**config.mk**
```make
export PLATFORM = sky130hd
export DESIGN_NAME = coreTop
export DESIGN_NICKNAME = d
export VERILOG_FILES = /design/src/logic/coreDefs.sv /design/src/logic/coreTop.sv /design/src/logic/resultCommit.sv /design/src/logic/lsuWishbone.sv /design/src/logic/aluExecute.sv /design/src/logic/instDecode.sv /design/src/logic/regFile.sv
export SDC_FILE = /design/constraint.sdc
export NUM_CORES = 2
export LEC_CHECK = 0
export BUFFER_PORTS_ARGS = -buffer_cell sky130_fd_sc_hd__clkbuf_2
export CORE_MARGIN = 2
export CORE_UTILIZATION = 42
export DETAILED_ROUTE_END_ITERATION = 10
export SYNTH_ARGS = -nofsm -noshare
export SYNTH_HDL_FRONTEND = slang
export SYNTH_SLANG_ARGS = --single-unit
```
**constraint.sdc**
```tcl
create_clock -name clk -period 31.1 [get_ports clk]
set_input_delay 7.775 -clock clk [delete_from_list [all_inputs] [get_ports clk]]
set_output_delay 7.775 -clock clk [all_outputs]
set_load 0.05 [all_outputs]
```
**src/logic/coreDefs.sv**
```systemverilog
`default_nettype none

package coreDefs;

  localparam int xlen = 32;

  localparam logic [xlen-1:0] resetPc = 32'h0000_0000;

  // major opcodes, inst[6:0]
  localparam logic [6:0] opLui    = 7'b0110111;
  localparam logic [6:0] opAuipc  = 7'b0010111;
  localparam logic [6:0] opJal    = 7'b1101111;
  localparam logic [6:0] opJalr   = 7'b1100111;
  localparam logic [6:0] opBranch = 7'b1100011;
  localparam logic [6:0] opLoad   = 7'b0000011;
  localparam logic [6:0] opStore  = 7'b0100011;
  localparam logic [6:0] opImm    = 7'b0010011;
  localparam logic [6:0] opReg    = 7'b0110011;

  typedef enum logic [3:0] {
    aluAdd,
    aluSub,
    aluAnd,
    aluOr,
    aluXor,
    aluSlt,
    aluSltu,
    aluSll,
    aluSrl,
    aluSra,
    aluPassB  // lui, operand b straight through
  } aluOp_t;

  typedef enum logic [2:0] {
    brNone,
    brEq,
    brNe,
    brLt,
    brGe,
    brJal,
    brJalr
  } branch_t;

  // writeback source
  typedef enum logic [1:0] {
    wbAlu,
    wbMem,
    wbPcPlus4
  } wbSel_t;

  typedef enum logic {
    srcReg,
    srcPc  // auipc
  } srcASel_t;

endpackage

`default_nettype wire
```
**src/logic/coreTop.sv**
```systemverilog
`default_nettype none

module coreTop (
  input  wire                       clk,
  input  wire                       rst,
  output logic [coreDefs::xlen-1:0] instAddr,
  input  wire  [31:0]               inst,
  output logic                      wbCyc,
  output logic                      wbStb,
  output logic                      wbWe,
  output logic [coreDefs::xlen-1:0] wbAdr,
  output logic [coreDefs::xlen-1:0] wbDatW,
  output logic [3:0]                wbSel,
  input  wire  [coreDefs::xlen-1:0] wbDatR,
  input  wire                       wbAck,
  output logic                      retireValid,
  output logic [coreDefs::xlen-1:0] retirePc,
  output logic [4:0]                retireRd,
  output logic                      retireWe,
  output logic [coreDefs::xlen-1:0] retireData
);
  import coreDefs::*;

  logic [4:0]      rs1, rs2, rd, regRd;
  logic [xlen-1:0] rs1Data, rs2Data, regData, imm, pc;
  logic [xlen-1:0] aluResult, loadData;
  aluOp_t          aluOp;
  srcASel_t        srcASel;
  branch_t         branch;
  wbSel_t          wbSrc;  // writeback source, not the bus byte select
  logic            useImm, memRead, memWrite, rdWe, regWe;
  logic            branchTaken, memDone, stall;

  assign instAddr = pc;

  regFile regs (
    .clk, .rst, .rs1, .rs2, .rs1Data, .rs2Data,
    .we(regWe), .rd(regRd), .rdData(regData)
  );

  instDecode decode (
    .inst, .rs1, .rs2, .rd, .imm, .aluOp, .srcASel, .useImm, .branch,
    .memRead, .memWrite, .wbSel(wbSrc), .rdWe
  );

  aluExecute alu (
    .rs1Data, .rs2Data, .pc, .imm, .aluOp, .srcASel, .useImm, .branch,
    .aluResult, .branchTaken
  );

  lsuWishbone lsu (
    .clk, .rst, .memRead, .memWrite, .addr(aluResult), .storeData(rs2Data),
    .wbCyc, .wbStb, .wbWe, .wbAdr, .wbDatW, .wbSel, .wbDatR, .wbAck,
    .loadData, .memDone, .stall
  );

  resultCommit commit (
    .clk, .rst, .stall, .memDone, .wbSel(wbSrc), .rdWe, .rd, .aluResult,
    .loadData, .imm, .rs1Data, .branch, .branchTaken, .pc,
    .regWe, .regRd, .regData,
    .retireValid, .retirePc, .retireRd, .retireWe, .retireData
  );

endmodule

`default_nettype wire

```
**src/logic/resultCommit.sv**
```systemverilog
`default_nettype none

module resultCommit (
  input  wire                       clk,
  input  wire                       rst,
  input  wire                       stall,
  input  wire                       memDone,
  input  wire  coreDefs::wbSel_t    wbSel,
  input  wire                       rdWe,
  input  wire  [4:0]                rd,
  input  wire  [coreDefs::xlen-1:0] aluResult,
  input  wire  [coreDefs::xlen-1:0] loadData,
  input  wire  [coreDefs::xlen-1:0] imm,
  input  wire  [coreDefs::xlen-1:0] rs1Data,
  input  wire  coreDefs::branch_t   branch,
  input  wire                       branchTaken,
  output logic [coreDefs::xlen-1:0] pc,
  output logic                      regWe,
  output logic [4:0]                regRd,
  output logic [coreDefs::xlen-1:0] regData,
  output logic                      retireValid,
  output logic [coreDefs::xlen-1:0] retirePc,
  output logic [4:0]                retireRd,
  output logic                      retireWe,
  output logic [coreDefs::xlen-1:0] retireData
);
  import coreDefs::*;

  logic [xlen-1:0] pcPlus4, jalrSum, nextPc;

  assign pcPlus4 = pc + xlen'(4);
  assign jalrSum = rs1Data + imm;

  always_comb begin
    if (branch == brJalr)  nextPc = {jalrSum[xlen-1:1], 1'b0};
    else if (branchTaken)  nextPc = pc + imm;  // taken branch or jal
    else                   nextPc = pcPlus4;
  end

  always_ff @(posedge clk) begin
    if (rst)         pc <= resetPc;
    else if (!stall) pc <= nextPc;
  end

  always_comb begin
    case (wbSel)
      wbMem:     regData = loadData;
      wbPcPlus4: regData = pcPlus4;
      default:   regData = aluResult;
    endcase
  end

  assign regWe = rdWe && !stall;  // held off until the bus acks
  assign regRd = rd;

  assign retireValid = !stall;
  assign retirePc    = pc;
  assign retireRd    = rd;
  assign retireWe    = regWe;
  assign retireData  = regData;

  // a load may only retire on the ack cycle of its bus transfer
  loadOnAck: assert property (
    @(posedge clk) disable iff (rst)
    (wbSel == wbMem && !stall) |-> memDone
  );

endmodule

`default_nettype wire

```
**src/logic/lsuWishbone.sv**
```systemverilog
`default_nettype none

module lsuWishbone (
  input  wire                       clk,
  input  wire                       rst,
  input  wire                       memRead,
  input  wire                       memWrite,
  input  wire  [coreDefs::xlen-1:0] addr,
  input  wire  [coreDefs::xlen-1:0] storeData,
  output logic                      wbCyc,
  output logic                      wbStb,
  output logic                      wbWe,
  output logic [coreDefs::xlen-1:0] wbAdr,
  output logic [coreDefs::xlen-1:0] wbDatW,
  output logic [3:0]                wbSel,
  input  wire  [coreDefs::xlen-1:0] wbDatR,
  input  wire                       wbAck,
  output logic [coreDefs::xlen-1:0] loadData,
  output logic                      memDone,
  output logic                      stall
);
  import coreDefs::*;

  typedef enum logic {idle, busy} lsuState_t;

  lsuState_t       state, stateNext;
  logic            request;
  logic [xlen-1:0] adrHeld, datHeld;
  logic            weHeld;

  assign request = memRead || memWrite;

  always_comb begin
    stateNext = state;
    case (state)
      idle:    if (request && !wbAck) stateNext = busy;
      default: if (wbAck) stateNext = idle;
    endcase
  end

  always_ff @(posedge clk) begin
    if (rst) state <= idle;
    else     state <= stateNext;
  end

  // capture the request on the first cycle of the transfer
  always_ff @(posedge clk) begin
    if (state == idle && request) begin
      adrHeld <= addr;
      datHeld <= storeData;
      weHeld  <= memWrite;
    end
  end

  assign wbCyc  = (state == busy) || request;  // first cycle straight from decode
  assign wbStb  = wbCyc;
  assign wbWe   = (state == busy) ? weHeld : memWrite;
  assign wbAdr  = (state == busy) ? adrHeld : addr;
  assign wbDatW = (state == busy) ? datHeld : storeData;
  assign wbSel  = 4'b1111;  // word access only

  assign loadData = wbDatR;
  assign memDone  = wbCyc && wbAck;
  assign stall    = wbCyc && !wbAck;

  busHeld: assert property (
    @(posedge clk) disable iff (rst)
    (wbStb && !wbAck) |=> (wbStb && $stable(wbAdr) && $stable(wbWe) && $stable(wbDatW))
  );

  wordAligned: assert property (
    @(posedge clk) disable iff (rst)
    wbCyc |-> (wbAdr[1:0] == 2'b00)
  );

endmodule

`default_nettype wire

```
**src/logic/aluExecute.sv**
```systemverilog
`default_nettype none

module aluExecute (
  input  wire  [coreDefs::xlen-1:0] rs1Data,
  input  wire  [coreDefs::xlen-1:0] rs2Data,
  input  wire  [coreDefs::xlen-1:0] pc,
  input  wire  [coreDefs::xlen-1:0] imm,
  input  wire  coreDefs::aluOp_t    aluOp,
  input  wire  coreDefs::srcASel_t  srcASel,
  input  wire                       useImm,
  input  wire  coreDefs::branch_t   branch,
  output logic [coreDefs::xlen-1:0] aluResult,
  output logic                      branchTaken
);
  import coreDefs::*;

  logic [xlen-1:0] opA, opB;
  logic [4:0]      shamt;
  logic            ltSigned, ltUnsigned, isEqual;

  assign opA   = (srcASel == srcPc) ? pc : rs1Data;
  assign opB   = useImm ? imm : rs2Data;
  assign shamt = opB[4:0];

  assign ltSigned   = $signed(opA) < $signed(opB);
  assign ltUnsigned = opA < opB;

  always_comb begin
    case (aluOp)
      aluAdd:   aluResult = opA + opB;
      aluSub:   aluResult = opA - opB;
      aluAnd:   aluResult = opA & opB;
      aluOr:    aluResult = opA | opB;
      aluXor:   aluResult = opA ^ opB;
      aluSlt:   aluResult = {{(xlen-1){1'b0}}, ltSigned};
      aluSltu:  aluResult = {{(xlen-1){1'b0}}, ltUnsigned};
      aluSll:   aluResult = opA << shamt;
      aluSrl:   aluResult = opA >> shamt;
      aluSra:   aluResult = $unsigned($signed(opA) >>> shamt);
      default:  aluResult = opB;  // passB
    endcase
  end

  // branches compare the registers, not the muxed operands
  assign isEqual = rs1Data == rs2Data;

  always_comb begin
    case (branch)
      brEq:    branchTaken = isEqual;
      brNe:    branchTaken = !isEqual;
      brLt:    branchTaken = $signed(rs1Data) < $signed(rs2Data);
      brGe:    branchTaken = $signed(rs1Data) >= $signed(rs2Data);
      brJal,
      brJalr:  branchTaken = 1'b1;
      default: branchTaken = 1'b0;
    endcase
  end

endmodule

`default_nettype wire

```
**src/logic/instDecode.sv**
```systemverilog
`default_nettype none

module instDecode (
  input  wire  [31:0]               inst,
  output logic [4:0]                rs1,
  output logic [4:0]                rs2,
  output logic [4:0]                rd,
  output logic [coreDefs::xlen-1:0] imm,
  output coreDefs::aluOp_t          aluOp,
  output coreDefs::srcASel_t        srcASel,
  output logic                      useImm,
  output coreDefs::branch_t         branch,
  output logic                      memRead,
  output logic                      memWrite,
  output coreDefs::wbSel_t          wbSel,
  output logic                      rdWe
);
  import coreDefs::*;

  logic [6:0]      opcode;
  logic [2:0]      funct3;
  logic [xlen-1:0] immI, immS, immB, immU, immJ;
  aluOp_t          arithOp;

  assign opcode = inst[6:0];
  assign funct3 = inst[14:12];
  assign rd     = inst[11:7];
  assign rs1    = inst[19:15];
  assign rs2    = inst[24:20];

  assign immI = {{20{inst[31]}}, inst[31:20]};
  assign immS = {{20{inst[31]}}, inst[31:25], inst[11:7]};
  assign immB = {{19{inst[31]}}, inst[31], inst[7], inst[30:25], inst[11:8], 1'b0};
  assign immU = {inst[31:12], 12'b0};
  assign immJ = {{11{inst[31]}}, inst[31], inst[19:12], inst[20], inst[30:21], 1'b0};

  // funct3 mapping shared by op and op-imm
  always_comb begin
    case (funct3)
      3'b000:  arithOp = (opcode == opReg && inst[30]) ? aluSub : aluAdd;
      3'b001:  arithOp = aluSll;
      3'b010:  arithOp = aluSlt;
      3'b011:  arithOp = aluSltu;
      3'b100:  arithOp = aluXor;
      3'b101:  arithOp = inst[30] ? aluSra : aluSrl;
      3'b110:  arithOp = aluOr;
      default: arithOp = aluAnd;
    endcase
  end

  always_comb begin
    aluOp    = aluAdd;
    srcASel  = srcReg;
    useImm   = 1'b0;
    imm      = '0;
    branch   = brNone;
    memRead  = 1'b0;
    memWrite = 1'b0;
    wbSel    = wbAlu;
    rdWe     = 1'b0;
    case (opcode)
      opLui: begin
        imm    = immU;
        aluOp  = aluPassB;
        useImm = 1'b1;
        rdWe   = 1'b1;
      end
      opAuipc: begin
        imm     = immU;
        srcASel = srcPc;
        useImm  = 1'b1;
        rdWe    = 1'b1;
      end
      opJal: begin
        imm    = immJ;
        branch = brJal;
        wbSel  = wbPcPlus4;
        rdWe   = 1'b1;
      end
      opJalr: begin
        imm    = immI;
        useImm = 1'b1;
        branch = brJalr;
        wbSel  = wbPcPlus4;
        rdWe   = 1'b1;
      end
      opBranch: begin
        imm = immB;
        case (funct3)
          3'b000:  branch = brEq;
          3'b001:  branch = brNe;
          3'b100:  branch = brLt;
          3'b101:  branch = brGe;
          default: branch = brNone;  // bltu/bgeu not supported
        endcase
      end
      opLoad: begin
        imm     = immI;
        useImm  = 1'b1;
        memRead = 1'b1;
        wbSel   = wbMem;
        rdWe    = 1'b1;
      end
      opStore: begin
        imm      = immS;
        useImm   = 1'b1;
        memWrite = 1'b1;
      end
      opImm: begin
        imm    = immI;
        useImm = 1'b1;
        aluOp  = arithOp;
        rdWe   = 1'b1;
      end
      opReg: begin
        aluOp = arithOp;
        rdWe  = 1'b1;
      end
      default: ;  // illegal, retires as a no-op
    endcase
  end

endmodule

`default_nettype wire

```
**src/logic/regFile.sv**
```systemverilog
`default_nettype none

module regFile (
  input  wire                       clk,
  input  wire                       rst,
  input  wire  [4:0]                rs1,
  input  wire  [4:0]                rs2,
  output logic [coreDefs::xlen-1:0] rs1Data,
  output logic [coreDefs::xlen-1:0] rs2Data,
  input  wire                       we,
  input  wire  [4:0]                rd,
  input  wire  [coreDefs::xlen-1:0] rdData
);
  import coreDefs::*;

  logic [xlen-1:0] regs [1:31];  // x0 has no storage

  always_ff @(posedge clk) begin
    if (rst) begin
      for (int i = 1; i < 32; i++) begin
        regs[i] <= '0;
      end
    end else if (we && (rd != 5'd0)) begin
      regs[rd] <= rdData;
    end
  end

  assign rs1Data = (rs1 == 5'd0) ? '0 : regs[rs1];
  assign rs2Data = (rs2 == 5'd0) ? '0 : regs[rs2];

  // catches undriven fetch data feeding the register addresses
  readNotX: assert property (
    @(posedge clk) disable iff (rst)
    !$isunknown({rs1Data, rs2Data})
  );

endmodule

`default_nettype wire

```
==> results by group <==
Worst setup path
  • Max incr delay on CP: 1.07 ns
  • Worst Setup Start Kind: input pin
  • Crit path max fanout: 80
  • Kind of end point of the critical path: output port
  • WS Path Type: input pin to output port
  • Critical Path RT: 23.33 ns
  • Crit-path slowest cell: a21oi_4
  • Delay-heaviest family, CP: compound AO/OA/AOI/OAI gates
  • Critical path's most frequent cell: buf_4
  • Buf/Inv on CP: 9
  • Critical Path AT: 17.20 ns

Placed design
  • Port bufs: 236
  • Routability cong.: 1.08
  • Dpl cells: 9,151
  • DP HPWL: 256,000 um

Route
  • Residual DRC count: 0
  • DR iter-0 viols: 10,400
  • Post-route ant nets: 0
  • Drt first pass iters: 8
  • Wire per inst: 40.2 um
  • Via density: 6.95
  • Routed vias: 65,300
  • Detailed Route WL: 377,000 um

Floorplanning
  • I/O pins: 241
  • DIE WIDTH: 422 um
  • Die Y: 422 um
  • Site Rows: 153
  • Die ar.: 178,000 um2
  • Core Footprint: 174,000 um2
  • Effective utilization at floorplan: 42.3%

Timing
  • Clk_skew: 0.0847 ns
  • Period utilisation layout: 80.3%
  • Setup TNS: 0 ns
  • Final Max Tran Viols: 3
  • Hold_ws: 0.694 ns
  • Worst-margin pin slew: 1.71 ns
  • Fmax: 0.0400 GHz
  • Final setup fails: 0
  • Final min period: 24.98 ns
  • RSZ-0062 raised after global routing: false
  • Max transition margin: -15.0%
  • Fin. Hold Viols: 0

Global route
  • Largest net degree at the start of global routing: 119
  • Grt ovf: 0
  • Vias in the first global route: 61,100
  • Total track usage: 41.2%
  • First-pass GRT wire length: 512,000 um
  • Initial antenna violation count: 29

Synth
  • Top FF cell, synth: edfxtp_1
  • FF+latch count, synth: 1,122
  • Fraction of registers with async set/reset: 0%
  • Post-synth cell types: 98
  • Post-synth EDFFs: 1,089
  • Syn Area/Cell: 10.6 um2
  • Post-synthesis cell count: 6,916
  • Cell Area, Synth: 73,500 um2
  • YS warnings: 0
  • Sequential fraction of the synthesis area: 45.4%

Clock tree
  • Clk buf depth: 3
  • Worst-path clk slew: 0.07 ns
  • Clock root cell: clkbuf_16
  • Number of H-tree levels: 3
  • Worst skew pair latency: 0.81 ns
  • Post-CTS resize count: 0
  • Post-CTS Setup Inserts: 0
  • Clock buffer count from CTS: 120
  • CTS Sinks: 1,122
  • # hold bufs at CTS: 0
  • CTS tree: yes

Power and ir drop
  • Design Power: 4.97 mW
  • Leakage: 32.1 nW
  • Pwr dens: 60.9 nW/um2
  • Maximum vdd drop: 53.0 uV

Run status
  • Status: finished, violations left
  • Failing checks: max-capacitance violations, max-slew violations

Layout
  • Layout Nets: 7,215
  • Area growth from synthesis to layout: 11.0%
  • Most frequent cells in the layout: 1,216 x nor2_1, 1,089 x edfxtp_1, 574 x mux2i_1, 378 x nand2_1, 358 x a21oi_1
  • Layout cell share with drive strength beyond 1: 17.1%
  • Final Non-Filler Cells: 9,388
  • Most common cell after layout, fill and taps aside: nor2_1

Job
  • Max-cap violations: 1

Worst hold path
  • Hold crit path type: flip-flop to flip-flop
## layout make-up
class,count,area (um2)
flip-flops and latches,1122,33400
repair buffers,529,3500
clock inverters,83,749
diodes,14,35.0
fillers,16100,92200
well taps,2325,2910
clock buffers,140,3120
inverters,195,733
multi-input cells,4980,37200
## kinds of logic after synthesis
logic type / Yosys count / synth area share [%]
buf+inv: 848 / 5.01
flops: 1122 / 45.4
other cells: 2 / 0.0102
fa+ha+maj: 200 / 3.45
compound gates: 1597 / 14.9
xor+xnor: 93 / 1.11
simple gates: 2136 / 12.4
mux: 918 / 17.7
## stage by stage
| stage | instance area (um2) | utilization, % | setup WS, ns |
|---|---|---|---|
| 2_1_floorplan | 73600 | - | 7.83 |
| 3_3_place_gp | 77700 | 44.7 | 6.36 |
| 3_5_place_dp | 77700 | 44.7 | 6.32 |
| 4_1_cts | 81600 | 46.9 | 6.31 |
| 5_1_grt | 81600 | 46.9 | 5.73 |
| 6_report | 81600 | 46.9 | 6.12 |
## tightest hold or removal path, delay by kind of cell, from the launching register on
family,cells,cell delay [ns]
buffers and inverters,1,0.21
AO/OA/AOI/OAI,1,0.06
AND/OR/NAND/NOR,1,0.09
flip-flops,1,0.30
## power breakdown
| part | internal [mW] | switching [mW] | leakage [nW] | total (mW) |
|---|---|---|---|---|
| combinational | 0.425 | 1.31 | 18.8 | 1.74 |
| clock | 0.800 | 0.659 | 1.89 | 1.46 |
| sequential | 1.73 | 0.0475 | 11.4 | 1.78 |
## flip-flops by register name, summed over array words and instances, names as in the netlist
register     flops
commit.pc       32
lsu.adrHeld     32
lsu.datHeld     32
lsu.state        1
lsu.weHeld       1
regs.regs     1024
## synth_stat cells, types with 61 or more instances
cell type	instances	area [um2]
a221oi_1	61	534
nand3_1	82	410
nand2_1	401	1510
a21o_1	74	556
mux4_2	302	6800
clkbuf_1	371	1390
ha_1	196	2450
edfxtp_1	1089	32700
xnor2_1	62	543
o21ai_0	210	1050
a21oi_1	363	1820
buf_2	181	906
inv_1	189	709
nor2_1	1227	4610
a22oi_1	280	2100
mux2i_1	576	5770
a211oi_1	109	818
nor3_1	120	601
buf_4	61	458
## path summary, 6_finish.rpt
| path | startpoint | end | slack (ns) | cells after the start |
|---|---|---|---|---|
| worst max-delay path | inst[20] | retireData[22] | 6.12 | 26 |
| worst min register to register | commit.pc[12] | commit.pc[12] | 0.69 | 3 |
| worst min-delay path | commit.pc[12] | commit.pc[12] | 0.69 | 3 |
| worst max register to register | regs.regs[24][2] | regs.regs[0][22] | 22.92 | 20 |
## metal layers
layer	up-vias	share of wire, %	track usage, %
met5	-	0.073	0
met1	32600	36	51.6
li1	26200	-	-
met2	5280	43	62.0
met3	1158	12	10.6
met4	22	8.7	29.2
Power figures use the tool's default switching activity.
